==> src/mem_pkg.sv <==
package mem_pkg;

  ////////////////////////////////////////
  // widths and constants.
  ////////////////////////////////////////

  localparam int XLEN = 64;
  localparam int RAM_AW = 10;
  localparam logic [7:0] LFSR_SEED = 8'h5a;

  typedef logic [XLEN-1:0] reg_t;

  ////////////////////////////////////////
  // opcodes and states.
  ////////////////////////////////////////

  typedef enum logic [2:0] {
    LD_NONE,
    LB,
    LH,
    LW,
    LD,
    LBU,
    LHU,
    LWU
  } load_op_e;

  typedef enum logic [2:0] {
    ST_NONE,
    SB,
    SH,
    SW,
    SD
  } store_op_e;

  typedef enum logic [1:0] {
    SIZE_B = 2'd0,
    SIZE_H = 2'd1,
    SIZE_W = 2'd2,
    SIZE_D = 2'd3
  } mem_size_e;

  typedef enum logic [1:0] {
    WB_EX,
    WB_MEM,
    WB_CSR
  } wb_sel_e;

  typedef enum logic [1:0] {
    IDLE,
    ADDR,
    RETN
  } lsu_state_e;

  ////////////////////////////////////////
  // records between stages.
  ////////////////////////////////////////

  typedef struct packed {
    reg_t      pc;
    load_op_e  load_op;
    store_op_e store_op;
    reg_t      store_data;
    reg_t      addr;         // alu result or effective address.
    reg_t      csr_rd_data;
    wb_sel_e   wb_sel;
    logic [4:0] rd;
    logic      rd_wr_ena;
  } ex_to_mem_t;

  typedef struct packed {
    reg_t       pc;
    logic [4:0] rd;
    logic       rd_wr_ena;
    wb_sel_e    wb_sel;
    reg_t       ex_data;
    reg_t       mem_data;
    reg_t       csr_data;
  } mem_to_wb_t;

  typedef struct packed {
    logic       valid;
    logic [4:0] rd;
    logic       rd_wr_ena;
    wb_sel_e    wb_sel;
    reg_t       ex_data;
  } mem_fwd_t;

  typedef struct packed {
    logic      write;
    reg_t      addr;
    reg_t      wdata;
    mem_size_e size;
  } mem_req_t;

endpackage
==> src/wb_stage.sv <==
`timescale 1ns/1ns

module wb_stage import mem_pkg::*; (
  input  logic       clk,
  input  logic       rst,
  input  logic       wb_stall,
  output logic       wb_allowin,
  input  logic       mem_to_wb_valid,
  input  mem_to_wb_t mem_to_wb,
  output logic       commit_valid,
  output reg_t       commit_pc,
  output logic [4:0] commit_rd,
  output reg_t       commit_data,
  input  logic [4:0] rs_addr,
  output reg_t       rs_data
);

  mem_to_wb_t r;
  reg_t       result;
  reg_t       rf [32];

  assign wb_allowin = !wb_stall;

  always_ff @(posedge clk) begin
    if (rst) begin
      commit_valid <= 1'b0;
    end else begin
      commit_valid <= mem_to_wb_valid && wb_allowin;
    end
  end

  always_ff @(posedge clk) begin
    if (mem_to_wb_valid && wb_allowin) begin
      r <= mem_to_wb;
    end
  end

  always_comb begin
    case (r.wb_sel)
      WB_MEM: result = r.mem_data;
      WB_CSR: result = r.csr_data;
      default: result = r.ex_data;
    endcase
  end

  assign commit_pc = r.pc;
  assign commit_rd = r.rd;
  assign commit_data = result;

  // architectural registers come up zero.
  always_ff @(posedge clk) begin
    if (rst) begin
      for (int i = 0; i < 32; i++) begin
        rf[i] <= '0;
      end
    end else if (commit_valid && r.rd_wr_ena && (r.rd != 5'd0)) begin
      rf[r.rd] <= result;
    end
  end

  assign rs_data = (rs_addr == 5'd0) ? '0 : rf[rs_addr];

endmodule

==> config.mk <==
export PLATFORM = sky130hd
export DESIGN_NAME = wb_stage
export DESIGN_NICKNAME = d
export VERILOG_FILES = /design/src/mem_pkg.sv /design/src/wb_stage.sv
export SDC_FILE = /design/constraint.sdc
export NUM_CORES = 2
export LEC_CHECK = 0
export ABC_CLOCK_PERIOD_IN_PS = 50900
export BUFFER_PORTS_ARGS = -buffer_cell sky130_fd_sc_hd__buf_2
export CAP_MARGIN = 10
export CORE_MARGIN = 10
export CORE_UTILIZATION = 25
export CTS_CLUSTER_SIZE = 14
export DETAILED_ROUTE_END_ITERATION = 8
export GPL_ROUTABILITY_DRIVEN = 0
export GPL_TIMING_DRIVEN = 0
export MAX_ROUTING_LAYER = met4
export PLACE_DENSITY = 0.38
export SYNTH_ARGS = -nofsm -noshare
export SYNTH_HDL_FRONTEND = slang
export SYNTH_SLANG_ARGS = --single-unit
==> constraint.sdc <==
create_clock -name clk -period 50.9 [get_ports clk]
set_clock_uncertainty 0.15 [all_clocks]
set_input_delay 12.725 -clock clk [delete_from_list [all_inputs] [get_ports clk]]
set_output_delay 12.725 -clock clk [all_outputs]
set_load 0.02 [all_outputs]
# Word-level counts from Yosys, hierarchy flattened
# Memory sizes are Yosys's and may differ from the RTL's.
# Index checks and enable logic that the tools add are counted.
# classes
mux	10
n_reduce_logical	7
n_eq_ne	2
# ops
operator	n
64-bit 2-to-1 mux	2
64-bit one-hot mux with 2 select lines	1
64-bit OR reduction	1
1-bit 2-to-1 mux	6
5-bit logical NOT	1
5-bit 2-to-1 mux	1
5-bit nonzero test	1
1-bit logical AND	3
2-bit by 1-bit == test with 1-bit output (second input constant)	1
2-bit == test (second input constant)	1
1-bit logical NOT	1
# totals
word_cells	28
regBits	265
output_inout_bits	199
in_bits	273
mem_bits_rw	2048
memories	1
# mem_list
name	words	width	rd	rd_ports_with_merged_regs	wr	line_no	source
rf	32	64	1	0	32	wb_stage.sv:20	reg_t rf [32];

# Depth between registers and ports, before layout
# depth
depth_word	7
ltp_mapped	9
ltp_nobuf	6

# Worst setup path before layout
# No wires, ideal clock.
# synth_path
path_kind	input to output
startpoint	input rs_addr[1]
endpoint	output rs_data[38]
slack_ns	23.562
required_ns	38.025
n_path_buf	5
arrival_ns	14.463
path_stages	8
path_cell_list	buf_4 -> buf_6 -> buf_4 -> buf_4 -> buf_4 -> nor3_1 -> nor4_1 -> nor4_1
# synth_between
elab_chain_len	2
word_cells_on_any_way	3
cone_classes	1 x mux; 1 x reduce/logical; 1 x memory
# synth_lines
element	line_no	source
from (decl)	wb_stage.sv:14	input logic [4:0] rs_addr,
memory read 32 x 64 bit / 5-bit logical NOT (equally long branches)	--	
64-bit 2-to-1 mux *	wb_stage.sv:61	assign rs_data = (rs_addr == 5'd0) ? '0 : rf[rs_addr];
to (decl)	wb_stage.sv:15	output reg_t rs_data
# Mark *: on every way between the ends. The rest lies on a longest branch, timed or not.

# Worst setup path in the final report
# layout_path
startpoint	input rs_addr[1]
endpoint	output rs_data[14]
# The elaborated chain is that of the path after synthesis.

==> results by group <==
Placement
  • IO Port Bufs: 466
  • DP Worst Slack: 21330 ps
  • Hpwl dp: 291 mm
  • DP Area: 108000 µm²

Synth
  • Syn Inst Count: 6404
  • Compound-Gate Fraction of Synth Area: 2.11%
  • EDFF count, synth: 2304
  • Main combinational cell family by area after synthesis: multiplexers
  • Sequential area share after synthesis: 71.1%
  • Synth unique cells: 48
  • Adder-Cell Fraction of Synth Area: 0.0257%
  • Top post-synthesis cells by count: 2304 x edfxtp_1, 2061 x nor2_1, 474 x mux4_2
  • Async set or reset register ratio after synthesis: 0%
  • Area contributors post-synth: edfxtp_1 71%, mux4_2 11%, nor2_1 7.9%, mux2i_1 2.7%, clkbuf_1 1.5%
  • Yosys top cell area share: 71.1%
  • Most common cell in the netlist: edfxtp_1
  • Post-Synth XOR/XNOR Area: 0%
  • Yosys Warn Count: 0
  • Mapped Area: 97400 µm²
  • Synth Area in Simple Gates: 9.19%
  • Multiplexer share of the synthesized area: 13.8%
  • Cell type with the highest aggregate area in the netlist: edfxtp_1
  • Avg Cell Area, Syn: 15.2 µm²
  • Synth Flop Type: edfxtp_1
  • Number of synthesized register bits: 2305

Layout
  • Nets: 7554
  • P&R area growth vs syn: 19.6%
  • Share of cells above drive strength 1: 22.9%
  • Finished Cell Area: 116000 µm²

CTS
  • CTS tree: built
  • Num CTS Buffers: 274
  • Bufs on Longest Clock Path: 4
  • CTS sink count: 2305
  • CTS Root Cell: clkbuf_16
  • Later-pin clock latency in the skew report: 850 ps
  • Clock slew at reported path FFs: 60 ps
  • CTS Hold Bufs: 0
  • Htree depth: 5
  • Resize count post-CTS: 0
  • Post-CTS Setup Inserts: 0

Timing
  • Tcrit/Tclk final: 58.2%
  • Setup ws final: 21270 ps
  • Final hold viol count: 0
  • Setup TNS: 0 ps
  • Final period demand of the worst path: 29630 ps
  • Actual slew at the worst max-slew pin: 1370 ps
  • Final setup fails: 0
  • Fmax: 33.8 MHz
  • Unrepaired setup endpoints after global routing: no
  • Max Slew Vio Count: 0
  • Worst rel slew slack: 8.34%

Critical path
  • Cell family with most CP delay: buffers and inverters
  • Max FO, Critical Path: 10
  • Worst EP required: 38030 ps
  • Setup Crit Path Kind: input port to primary output
  • Worst path cell trace: buf_4, buf_6, buf_4, buf_2, buf_2, nand2_1, o221ai_1, buf_2
  • Critical Path AT: 16750 ps
  • FF-to-FF setup slack: 46590 ps
  • Nature of the critical path endpoint: primary output
  • CP Launch Type: input port
  • CP bufs+invs: 6
  • Worst path max stage delay: 980 ps
  • Most common cell on crit path: buf_2
  • Slowest CP cell: o221ai_1

Drt
  • Via density: 4.68
  • Detailed-route DRC error count: 0
  • Drt first pass iters: 5
  • Via count: 59400
  • Number of DRC markers in iteration 0: 6201
  • Final wirelength: 400 mm
  • Post-route ant nets: 0
  • Routed wire length per instance: 31.5 µm

Floorplanning
  • Die height: 644 µm
  • Core Area: 389000 µm²
  • Die W: 644 µm
  • # IOs: 472
  • Die area: 415000 µm²
  • Row cnt: 229
  • Initial Util: 25.1%

Flow run
  • Total of max-cap violations: 0

Global route
  • GRT Residual Overflow: 0
  • Vias in the first global route: 60400
  • Global Route Usage Sum: 19.2%
  • Largest net degree at the start of global routing: 47
  • First-pass GRT wire length: 536 mm
  • Antenna violations before repair: 52

Power
  • P_leak: 42.6 nW
  • Pwr/cell area: 38.7 nW/µm²
  • Total power: 4.51 mW
  • Peak VDD IR: 0.0282 mV

Run status
  • Outcome: finished clean

Worst hold path
  • Hold WC Path Type: register to register
[metrics by stage]
step / utilization [%] / hold slack, ps / std cells
final: 30.0 / 501 / 12700
after floorplan: - / 437 / 6459
after CTS: 29.9 / 552 / 12700
after detailed placement: 27.8 / 539 / 12200
after global routing: 30.0 / 540 / 12700
after global placement: 27.4 / 667 / 12100
[cells by family (layout without fill, tap and decap cells)]
family / after synthesis / count (layout)
multiplexers: 748 / 748
buffers and inverters: 759 / 1773
other: 1 / 82
AO/OA/AOI/OAI: 310 / 310
adder cells (fa/ha/maj): 2 / 2
AND/OR/NAND/NOR: 2279 / 2279
flip-flops: 2305 / 2305
[report_power, final]
group          total [mW]  internal, mW  switching, mW
Clock                1.87          1.07          0.802
Combinational       0.477         0.125          0.352
Sequential           2.16          2.15         0.0162
[routing by layer]
layer	vias to the layer above	track usage, %	share of wire [%]
met1	31300	25.7	43
li1	25200	-	-
met5	-	-	0
met3	499	3.28	6.8
met4	0	6.26	3.9
met2	2395	29.8	46
[registers in the layout, indices dropped and copies added (netlist names)]
| signal | count |
|---|---|
| commit_pc | 64 |
| rf | 2040 |
| commit_valid | 1 |
| r | 195 |
| commit_rd | 5 |
[cell type report]
class                      instances  area, µm²
fill                           39300     272000
clock inverter                   108        743
timing repair buffer             544       3780
clock buffer                     362       7450
tap                             5197       6500
buffer                           688       3430
inverter                          71        267
multi-input combinational       3395      25000
sequential                      2305      69200
antenna                           26       65.1
[worst min-delay path, cell delays in order, from the launching register on]
cell and delay (ps):
edfxtp_1 320, a21oi_1 120, nor2_1 100
[path summary, 6_finish.rpt]
check                   startpoint                      end  depth (start not counted)
setup / recovery        rs_addr[1]              rs_data[14]                          8
hold / removal    r[136]$_DFFE_PP_  rf[31][8]$_SDFFCE_PN0P_                          2
setup reg to reg  r[193]$_DFFE_PP_  rf[2][26]$_SDFFCE_PN0P_                          7
hold reg to reg   r[136]$_DFFE_PP_  rf[31][8]$_SDFFCE_PN0P_                          2
[cell usage in the layout, fill, tap and decap left out, types with 26 or more instances in the layout]
master / instances
edfxtp_1: 2304
nor2_1: 2061
buf_2: 601
mux4_2: 474
clkbuf_1: 449
clkbuf_16: 286
mux2i_1: 259
buf_4: 123
o22ai_1: 98
a22oi_1: 83
inv_1: 71
a21oi_1: 68
nand2_1: 65
conb_1: 56
clkinv_1: 51
buf_1: 40
buf_6: 40
or2_1: 38
buf_16: 37
clkinv_2: 32
nand2b_4: 31
diode_2: 26
No activity file was read; power rests on OpenSTA's default activity.
