==> config.mk <==
export PLATFORM = sky130hd
export DESIGN_NAME = mem_stage
export DESIGN_NICKNAME = d
export VERILOG_FILES = /design/src/mem_pkg.sv /design/src/mem_stage.sv /design/src/load_formatter.sv /design/src/lsu_ctrl.sv
export SDC_FILE = /design/constraint.sdc
export NUM_CORES = 1
export LEC_CHECK = 0
export ABC_AREA = 1
export BUFFER_PORTS_ARGS = -buffer_cell sky130_fd_sc_hd__buf_2
export CELL_PAD_IN_SITES_DETAIL_PLACEMENT = 0
export CELL_PAD_IN_SITES_GLOBAL_PLACEMENT = 1
export CORE_AREA = 3 3 312 314
export DETAILED_ROUTE_END_ITERATION = 7
export DIE_AREA = 0 0 315 317
export HOLD_SLACK_MARGIN = 0.1
export MAX_ROUTING_LAYER = met4
export PLACE_DENSITY_LB_ADDON = 0.1
export SYNTH_ARGS = -nofsm -noshare
export SYNTH_HDL_FRONTEND = slang
export SYNTH_SLANG_ARGS = --single-unit
==> constraint.sdc <==
create_clock -name clk -period 17.9 [get_ports clk]
set_clock_uncertainty 0.2 [all_clocks]
set_input_delay 3.58 -clock clk [delete_from_list [all_inputs] [get_ports clk]]
set_output_delay 3.58 -clock clk [all_outputs]
set_load 0.05 [all_outputs]
==> src/mem_pkg.sv <==
package mem_pkg;

  ////////////////////////////////////////
  // widths and constants.
  ////////////////////////////////////////

  localparam int XLEN = 64;
  localparam int RAM_AW = 10;
  localparam logic [7:0] LFSR_SEED = 8'h5a;

  typedef logic [XLEN-1:0] reg_t;

  ////////////////////////////////////////
  // opcodes and states.
  ////////////////////////////////////////

  typedef enum logic [2:0] {
    LD_NONE,
    LB,
    LH,
    LW,
    LD,
    LBU,
    LHU,
    LWU
  } load_op_e;

  typedef enum logic [2:0] {
    ST_NONE,
    SB,
    SH,
    SW,
    SD
  } store_op_e;

  typedef enum logic [1:0] {
    SIZE_B = 2'd0,
    SIZE_H = 2'd1,
    SIZE_W = 2'd2,
    SIZE_D = 2'd3
  } mem_size_e;

  typedef enum logic [1:0] {
    WB_EX,
    WB_MEM,
    WB_CSR
  } wb_sel_e;

  typedef enum logic [1:0] {
    IDLE,
    ADDR,
    RETN
  } lsu_state_e;

  ////////////////////////////////////////
  // records between stages.
  ////////////////////////////////////////

  typedef struct packed {
    reg_t      pc;
    load_op_e  load_op;
    store_op_e store_op;
    reg_t      store_data;
    reg_t      addr;         // alu result or effective address.
    reg_t      csr_rd_data;
    wb_sel_e   wb_sel;
    logic [4:0] rd;
    logic      rd_wr_ena;
  } ex_to_mem_t;

  typedef struct packed {
    reg_t       pc;
    logic [4:0] rd;
    logic       rd_wr_ena;
    wb_sel_e    wb_sel;
    reg_t       ex_data;
    reg_t       mem_data;
    reg_t       csr_data;
  } mem_to_wb_t;

  typedef struct packed {
    logic       valid;
    logic [4:0] rd;
    logic       rd_wr_ena;
    wb_sel_e    wb_sel;
    reg_t       ex_data;
  } mem_fwd_t;

  typedef struct packed {
    logic      write;
    reg_t      addr;
    reg_t      wdata;
    mem_size_e size;
  } mem_req_t;

endpackage
==> src/mem_stage.sv <==
`timescale 1ns/1ns

module mem_stage import mem_pkg::*; (
  input  logic       clk,
  input  logic       rst,
  input  logic       ex_to_mem_valid,
  input  ex_to_mem_t ex_to_mem,
  output logic       mem_allowin,
  output logic       mem_to_wb_valid,
  output mem_to_wb_t mem_to_wb,
  input  logic       wb_allowin,
  output mem_fwd_t   mem_fwd,
  output logic       mem_valid,
  output mem_req_t   mem_req,
  input  logic       mem_ready,
  input  reg_t       mem_rdata
);

  logic       stage_valid;
  ex_to_mem_t cur;
  logic       accept;
  logic       next_is_mem;
  logic       cur_is_mem;
  logic       ready_go;
  logic       handshake;
  logic       finish;
  reg_t       load_data;

  ////////////////////////////////////////
  // pipeline register and handshake.
  ////////////////////////////////////////

  assign accept = ex_to_mem_valid && mem_allowin;
  assign next_is_mem = (ex_to_mem.load_op != LD_NONE) || (ex_to_mem.store_op != ST_NONE);
  assign cur_is_mem = (cur.load_op != LD_NONE) || (cur.store_op != ST_NONE);

  assign ready_go = !cur_is_mem || finish;
  assign mem_allowin = !stage_valid || (ready_go && wb_allowin);
  assign mem_to_wb_valid = stage_valid && ready_go;

  always_ff @(posedge clk) begin
    if (rst) begin
      stage_valid <= 1'b0;
    end else if (mem_allowin) begin
      stage_valid <= ex_to_mem_valid;
    end
  end

  always_ff @(posedge clk) begin
    if (accept) begin
      cur <= ex_to_mem;
    end
  end

  ////////////////////////////////////////
  // memory access.
  ////////////////////////////////////////

  lsu_ctrl u_lsu_ctrl (
    .clk         (clk),
    .rst         (rst),
    .accept      (accept),
    .next_is_mem (next_is_mem),
    .cur         (cur),
    .mem_valid   (mem_valid),
    .mem_req     (mem_req),
    .handshake   (handshake),
    .finish      (finish),
    .mem_ready   (mem_ready)
  );

  load_formatter u_load_formatter (
    .clk       (clk),
    .capture   (handshake),
    .load_op   (cur.load_op),
    .rdata     (mem_rdata),
    .load_data (load_data)
  );

  ////////////////////////////////////////
  // outgoing records.
  ////////////////////////////////////////

  assign mem_to_wb.pc = cur.pc;
  assign mem_to_wb.rd = cur.rd;
  assign mem_to_wb.rd_wr_ena = cur.rd_wr_ena;
  assign mem_to_wb.wb_sel = cur.wb_sel;
  assign mem_to_wb.ex_data = cur.addr;
  assign mem_to_wb.mem_data = load_data;
  assign mem_to_wb.csr_data = cur.csr_rd_data;

  // decode sees the instruction as soon as it sits here.
  assign mem_fwd.valid = stage_valid;
  assign mem_fwd.rd = cur.rd;
  assign mem_fwd.rd_wr_ena = cur.rd_wr_ena;
  assign mem_fwd.wb_sel = cur.wb_sel;
  assign mem_fwd.ex_data = cur.addr;

endmodule

==> src/load_formatter.sv <==
`timescale 1ns/1ns

module load_formatter import mem_pkg::*; (
  input  logic     clk,
  input  logic     capture,
  input  load_op_e load_op,
  input  reg_t     rdata,
  output reg_t     load_data
);

  reg_t ext_data;

  // rdata already sits at bit 0.
  always_comb begin
    case (load_op)
      LB: ext_data = {{56{rdata[7]}}, rdata[7:0]};
      LH: ext_data = {{48{rdata[15]}}, rdata[15:0]};
      LW: ext_data = {{32{rdata[31]}}, rdata[31:0]};
      LBU: ext_data = {56'b0, rdata[7:0]};
      LHU: ext_data = {48'b0, rdata[15:0]};
      LWU: ext_data = {32'b0, rdata[31:0]};
      default: ext_data = rdata;
    endcase
  end

  always_ff @(posedge clk) begin
    if (capture) begin
      load_data <= ext_data;
    end
  end

endmodule

==> src/lsu_ctrl.sv <==
`timescale 1ns/1ns

module lsu_ctrl import mem_pkg::*; (
  input  logic       clk,
  input  logic       rst,
  input  logic       accept,
  input  logic       next_is_mem,
  input  ex_to_mem_t cur,
  output logic       mem_valid,
  output mem_req_t   mem_req,
  output logic       handshake,
  output logic       finish,
  input  logic       mem_ready
);

  lsu_state_e state;
  lsu_state_e state_nxt;
  mem_size_e  size;
  reg_t       wdata;

  ////////////////////////////////////////
  // request state machine.
  ////////////////////////////////////////

  always_ff @(posedge clk) begin
    if (rst) begin
      state <= IDLE;
    end else begin
      state <= state_nxt;
    end
  end

  always_comb begin
    state_nxt = state;
    case (state)
      IDLE: if (accept && next_is_mem) state_nxt = ADDR;
      ADDR: if (handshake) state_nxt = RETN;
      RETN: if (accept) state_nxt = next_is_mem ? ADDR : IDLE;
      default: state_nxt = IDLE;
    endcase
  end

  assign mem_valid = (state == ADDR);
  assign handshake = mem_valid && mem_ready;
  // result held until the next acceptance.
  assign finish = (state == RETN);

  ////////////////////////////////////////
  // access size and store data.
  ////////////////////////////////////////

  always_comb begin
    if (cur.store_op != ST_NONE) begin
      case (cur.store_op)
        SB: size = SIZE_B;
        SH: size = SIZE_H;
        SW: size = SIZE_W;
        default: size = SIZE_D;
      endcase
    end else begin
      case (cur.load_op)
        LB, LBU: size = SIZE_B;
        LH, LHU: size = SIZE_H;
        LW, LWU: size = SIZE_W;
        default: size = SIZE_D;
      endcase
    end
  end

  always_comb begin
    case (size)
      SIZE_B: wdata = {56'b0, cur.store_data[7:0]};
      SIZE_H: wdata = {48'b0, cur.store_data[15:0]};
      SIZE_W: wdata = {32'b0, cur.store_data[31:0]};
      default: wdata = cur.store_data;
    endcase
  end

  assign mem_req.write = (cur.store_op != ST_NONE);
  assign mem_req.addr = cur.addr;
  assign mem_req.wdata = wdata;
  assign mem_req.size = size;

  // the stage must hold its record until the memory takes it.
  a_req_stable: assert property (@(posedge clk) disable iff (rst)
    mem_valid && !mem_ready |=> mem_valid && $stable(mem_req));

endmodule

== Word-level counts from Yosys, hierarchy flattened ==
Index checks and enable logic that the tools add are counted.
Word-level totals
  register bits: 337
  input port bits: 339
  word-level logic and storage cells: 59
Operators by class
  eq/ne operators: 16
  muxes and demuxes: 10
  reductions and logical operators: 21
Operators by type and width (count)
  64-bit one-hot mux with 6 select lines: 1
  64-bit one-hot mux with 3 select lines: 1
  2-bit one-hot mux with 3 select lines: 3
  3-bit by 2-bit equality test with 1-bit output (second input constant): 4
  3-bit nonzero test: 4
  3-bit equality test (second input constant): 3
  2-bit 2-to-1 mux: 4
  3-bit by 1-bit equality test with 1-bit output (second input constant): 2
  2-bit OR reduction: 3
  1-bit logical AND: 5
  2-bit by 1-bit equality test with 1-bit output (second input constant): 2
  2-bit equality test (second input constant): 2
  2-bit zero test: 2
  1-bit logical OR: 4
  2-bit by 1-bit inequality test with 1-bit output (second input constant): 2
  3-bit AND reduction: 1
  1-bit zero test: 2
  2-bit inequality test (second input constant): 1
  1-bit 2-to-1 mux: 1

== Depth between registers and ports, before layout ==
Gate-level depths: netlist of run 1.
  depth after elaboration: 10
  mapped depth: 11
  mapped depth without buffers: 11

== Cells and area by module ==
A second synthesis of run 1 with hierarchy kept.
Second synthesis, totals
  cell total of the unflattened synthesis: 994
  area, all modules: 14193.6 µm²
By module, submodules not included
  mem_stage: times used 1, cells each 559, area each 10256.1 µm², sequential area each 8127.8 µm²
  load_formatter: times used 1, cells each 209, area each 2651.3 µm², sequential area each 1921.8 µm²
  lsu_ctrl: times used 1, cells each 226, area each 1286.2 µm², sequential area each 40.0 µm²

== Least setup slack after synthesis of run 1 ==
Ideal clock, no wire load.
  path kind: input-to-reg
  start point: input port wb_allowin
  end point: register, netlist name cur[136]
  arrival: 9.382 ns
  slack: 7.699 ns
  stages: 4
  path through: nand2_1 nand2_1 nand2_1 inv_1
On the way
  cells in the longest elaborated chain, start to end: 3
Ends and longest elaborated chain
  from (decl): RTL line mem_stage.sv:11  | input logic wb_allowin,
  1-bit logical AND: RTL line mem_stage.sv:38  | assign mem_allowin = !stage_valid || (ready_go && wb_allowin);
  1-bit logical OR: RTL line mem_stage.sv:38
  named net mem_allowin: RTL line mem_stage.sv:8  | output logic mem_allowin,
  1-bit logical AND: RTL line mem_stage.sv:33  | assign accept = ex_to_mem_valid && mem_allowin;
  named net accept: RTL line mem_stage.sv:21  | logic accept;
The timed path passes the listed nets, and every way through them passes these cells.
A chain may end at the register's enable or synchronous reset.

== Final worst setup path of run 1 ==
  start point: input port wb_allowin
  end point: output port mem_allowin
On the way
  cells in the longest elaborated chain, start to end: 2
Ends and longest elaborated chain (RTL line)
  1-bit logical AND: mem_stage.sv:38
  1-bit logical OR: mem_stage.sv:38
  to (decl): mem_stage.sv:8
No other way between the ends.

==> flow_summary.ini, run 1 <==
[run_status]
status = finished clean

[sta]
min_period_over_period_pct = 44.0
finalCriticalPeriod_ns = 7.88
relSlewSlack_pct = 29.8
grt_setup_unrepaired = false
finalSetupViolations = 0
worst_pin_slew_ns = 1.05
setup_ws_ns = 10.02
setup_tns_ns = 0
fmax_mhz = 127
final_hold_viol_count = 0
slew_violations = 0

[global_route]
grt_pass1_vias = 8943
grt.total_usage_pct = 9.48
overflow = 0
grt_max_degree = 90
antenna_found_initial = 19
grt_first_pass_wirelength_um = 65400

[floorplan]
dieArea_um2 = 99900
io_pins = 810
initial_core_util_pct = 14.8
rows = 113
dieWidth_um = 315
coreArea_um2 = 94900
die_height_um = 317

[cts]
worstSkewPairLatency_ns = 0.58
cts_root_buffer = clkbuf_16
hold_buffers = 0
h-tree-depth = 2
cts_tree = built
cts_resized = 0
cts.sinks = 337
cts_setup_buffers = 0
cts_inserted_buffers = 47
clockBufferDepth = 3
path_clk_slew_ns = 0.05

[logic_synthesis]
synth_warnings = 0
ys_types = 23
yosys.area.top_type = edfxtp_1
ys_async_sr_fraction_pct = 0
synth_cells = 979
syn_area_um2 = 14000
synth_edf_count = 334
ys_seq_elements = 337
yosysMostFrequentCell = buf_4
yosys-top-cells-area = edfxtp_1 72%, buf_4 19%, nand2_1 2.5%
synth_top_flop_cell = edfxtp_1
ys_top_cells_by_count = 346 x buf_4, 334 x edfxtp_1, 94 x nand2_1
yosysSeqAreaShare_pct = 72.0
syn_nets = 1324
synth_top_area_share_pct = 71.6
postSynthAreaPerCell_um2 = 14.3

[power]
seq_power_share_pct = 42.7
power_frac_clock_pct = 39.2
vdd_ir_drop_max_mv = 0.0555
leakage_nw = 8.13
p_sw_share_pct = 31.5
internal_power_mw = 1.52
power.switching_uw = 698
power_density_nw_per_um2 = 120
total_power_mw = 2.22
pwr-share-comb_pct = 18.1

[setup_path]
cp-end-kind = output pin
timing.rr.start = cur[203]
cp.required_ns = 14.12
worstRegToRegCells = 12
worstReg2RegEnd = mem_to_wb[3]
cp-start-kind = input port
path_cells = buf_2 > nand2_1 > nand2_1 > buf_2
cpMaxStageDelayCell = buf_2
critPathMaxStageDelay_ns = 0.29
path_max_fanout = 4
crit_type = in -> out
cp_data_arrival_time_ns = 4.10
rrSetupSlack_ns = 13.65

[cells_and_area]
layout-drive-gt1-share_pct = 58.5
regArea_um2 = 10100
syn_to_final_growth_pct = 31.5
multi_input_area_um2 = 918
nFillCells = 10500
nets = 1826

[placed_design]
dp_hpwl_um = 38400
gp_congestion = 0.712
pre_cts_ws_ns = 10.02
portBuffers = 809

[routing]
drt_iter0_drc = 340
via_per_inst = 3.06
drc_errors = 0
drt_first_pass_iters = 4
routedWlPerCell_um = 17.7
drtAntennaViolNets = 0
vias = 8547
drt_wl_total_um = 49500

[min_path]
hp-class = reg -> reg
min-delay-start = u_lsu_ctrl.state[1]
worstHoldPathCells = 3
hold_end = u_lsu_ctrl.state[0]

[run]
maxCapViolCount = 0
==> cells in the final DEF, fill, tap and decap left out, drive strengths merged <==
cell,synthesis,final
a21boi,1,1
a21oi,4,4
a41oi,1,1
buf,355,814
bufinv,0,1
clkbuf,6,63
clkinv,0,13
clkinvlp,0,2
dfxtp,3,3
diode,0,17
edfxtp,334,334
ha,6,6
inv,80,81
nand2,96,96
nand3,1,1
nand3b,1,1
nand4,2,2
nor2,60,60
nor3,4,4
o21ai,23,23
o31ai,2,2
==> per-stage QoR <==
| stage | util (%) | hold WS [ns] | instances | instance area (um2) |
|---|---|---|---|---|
| after floorplan | - | 0.348 | 979 | 14000 |
| after global placement | 17.9 | 0.352 | 2697 | 17000 |
| after detailed placement | 17.9 | 0.349 | 2697 | 17000 |
| after CTS | 19.4 | 0.358 | 2777 | 18400 |
| after global routing | 19.4 | 0.397 | 2794 | 18400 |
| final | 19.4 | 0.352 | 2794 | 18400 |
==> power by group through the flow <==
| stage | Combinational, mW | Sequential [mW] | Clock [mW] |
|---|---|---|---|
| floorplan | 0.329 | 0.987 | 0 |
| global placement | 0.412 | 0.964 | 0 |
| detailed placement | 0.410 | 0.964 | 0 |
| CTS | 0.410 | 0.948 | 0.921 |
| global route | 0.425 | 0.952 | 0.948 |
| finish | 0.402 | 0.947 | 0.869 |
==> cell families (layout without fill, tap and decap cells) <==
kind of cell    after synthesis  after routing  synth area share, %
fa+ha+maj                     6              6                0.536
simple gates                164            164                 4.64
other cells                   0             17                    0
compound gates               31             31                 1.36
flops                       337            337                 72.0
buf+inv                     441            974                 21.4
==> state kept, by name (all words and copies together) (netlist names) <==
register / cells
mem_fwd: 72
stage_valid: 1
u_load_formatter.load_data: 64
cur: 70
mem_to_wb: 128
u_lsu_ctrl.state: 2
==> worst max-delay path: cells and delay by family <==
kind          cells  cell delay (ns)
buf+inv           2             0.37
simple gates      2             0.15
==> final cells by class <==
cell class              instances  share of cell area [%]
diodes                         17                   0.231
clock inverters                17                   0.625
clock buffers                  63                    6.94
repair buffers                814                    22.2
inverters                      80                    1.67
multi-input cells             201                    4.99
well taps                    1265                    8.59
flip-flops and latches        337                    54.8
==> routing by layer <==
metal	track usage (%)	wire length [um]
met5	-	0
met4	2.77	1100
met3	4.59	5640
met2	17.7	27000
met1	8.39	15800
==> how the worst max path moves through the flow <==
stage | from | endpoint | slack, ns
after floorplan | wb_allowin | cur[136] | 7.70
after global placement | wb_allowin | mem_allowin | 9.99
after detailed placement | wb_allowin | mem_allowin | 10.02
after CTS | wb_allowin | mem_allowin | 10.01
after global routing | wb_allowin | mem_allowin | 9.98
final | wb_allowin | mem_allowin | 10.02
No activity file was read; power rests on OpenSTA's default activity.
==> inputs of run 2 (changes only) <==
- CORE_AREA: 3 3 312 314 -> 3 3 313 315
- DIE_AREA: 0 0 315 317 -> 0 0 316 318
- clock period: 17.9 -> 6.44 ns (I/O delays scaled with it)
==> flow_summary.ini, run 2 (synthesis results as in run 1) <==
[sta]
relSlewSlack_pct = 25.6
slew_violations = 0
setup_ws_ns = 1.93
min_period_over_period_pct = 70.0
final_hold_viol_count = 0
finalSetupViolations = 0
grt_setup_unrepaired = false
worst_pin_slew_ns = 1.12
setup_tns_ns = 0
fmax_mhz = 222
finalCriticalPeriod_ns = 4.51

[routing]
drtAntennaViolNets = 0
drt_first_pass_iters = 4
drt_iter0_drc = 403
drc_errors = 0
drt_wl_total_um = 50500
routedWlPerCell_um = 18.1
via_per_inst = 3.04
vias = 8486

[cells_and_area]
final_core_util_pct = 19.4
layout-drive-gt1-share_pct = 58.6
regArea_um2 = 10100
largest_reg_flops = 128
syn_to_final_growth_pct = 31.5
nFillCells = 10500
multi_input_area_um2 = 921
layout_common_cells = 809 x buf_2, 334 x edfxtp_1, 93 x nand2_1, 76 x inv_1, 60 x nor2_1
final_common_cell = buf_2
nets = 1824

[cts]
cts_resized = 0
worstSkewPairLatency_ns = 0.58
cts_inserted_buffers = 45
cts_root_buffer = clkbuf_16
path_clk_slew_ns = 0.06
h-tree-depth = 2
cts.sinks = 337
hold_buffers = 0
cts_setup_buffers = 0
clockBufferDepth = 3
cts_tree = built

[floorplan]
dieArea_um2 = 100000
coreArea_um2 = 95200
rows = 113
die_height_um = 318
dieWidth_um = 316
initial_core_util_pct = 14.7
io_pins = 810

[global_route]
globalRouteMet1Util_pct = 8.61
top_usage_layer = met2
overflow = 0
grt_pass1_vias = 9005
antenna_found_initial = 20
grt_use_met2_pct = 18.5
grt_max_degree = 147
grt.total_usage_pct = 9.80
globalRouteMet3Util_pct = 4.15
grt_first_pass_wirelength_um = 67500

[setup_path]
cp_data_arrival_time_ns = 3.02
cpMaxStageDelayCell = buf_4
cp.required_ns = 4.95
crit_type = reg -> out
cp-end-kind = output pin
critPathMaxStageDelay_ns = 0.47
cp-start-kind = register
path_max_fanout = 52
path_cells = inv_1 > ha_2 > buf_4 > o31ai_2 > nand2_1 > nand2_2 > nor2_1 > buf_2

[power]
vdd_ir_drop_max_mv = 0.157
power_density_nw_per_um2 = 334
total_power_mw = 6.16
leakage_nw = 8.14

[min_path]
hp-class = reg -> reg

[run]
maxCapViolCount = 0

[run_status]
status = finished clean

[placed_design]
dp_hpwl_um = 39400
pre_cts_ws_ns = 2.35
portBuffers = 809
gp_congestion = 0.707
==> run 2: changes by cell type in the layout (fill, tap and decap cells not counted), sizes merged <==
cell | before | now
clkinv | 13 | 24
clkbuf | 63 | 55
diode | 17 | 14
bufinv | 1 | 2
inv | 81 | 80
==> run 2: worst paths after layout <==
| check | depth (start not counted) | slack (ns) | to | startpoint |
|---|---|---|---|---|
| worst min register to register | 3 | 0.36 | u_lsu_ctrl.state[0] | u_lsu_ctrl.state[1] |
| worst min-delay path | 3 | 0.36 | u_lsu_ctrl.state[0] | u_lsu_ctrl.state[1] |
| worst max register to register | 12 | 2.76 | mem_fwd[52] | cur[203] |
| worst max-delay path | 8 | 1.93 | mem_req[40] | cur[203] |
==> run 2: worst max-delay path: cells and delay by family (launching register included) <==
kind                       cells  cell delay [ns]
AOI/OAI and AO/OA              1             0.17
adders and majority gates      1             0.18
buffers and inverters          3             0.91
DFF                            1             0.41
and+or+nand+nor                3             0.73
==> run 2: stage by stage <==
| step | area, um2 | instances | hold WS [ns] |
|---|---|---|---|
| 3_3_place_gp | 17000 | 2697 | 0.333 |
| 2_1_floorplan | 14000 | 979 | 0.349 |
| 5_1_grt | 18400 | 2794 | 0.398 |
| 6_report | 18400 | 2794 | 0.355 |
| 3_5_place_dp | 17000 | 2697 | 0.353 |
| 4_1_cts | 18400 | 2780 | 0.365 |
==> run 2: layout make-up <==
class                      instances  area share, %
antenna                           14          0.190
timing repair buffer             814           22.2
clock inverter                    28           1.01
clock buffer                      55           6.55
inverter                          80           1.65
tap                             1265           8.59
sequential                       337           54.8
multi-input combinational        201           5.00
==> run 2: report_power, final <==
group	total, mW	switching (mW)	internal (mW)
clock	2.41	1.00	1.41
sequential	2.63	0.0476	2.58
combinational	1.12	0.898	0.220
total	6.16	1.95	4.21
==> run 2: per-layer routing <==
layer / part of all wire, % / wire [um]
met5: 0 / 0
met4: 2.4 / 1220
met3: 10 / 5060
met2: 55 / 27700
met1: 33 / 16500
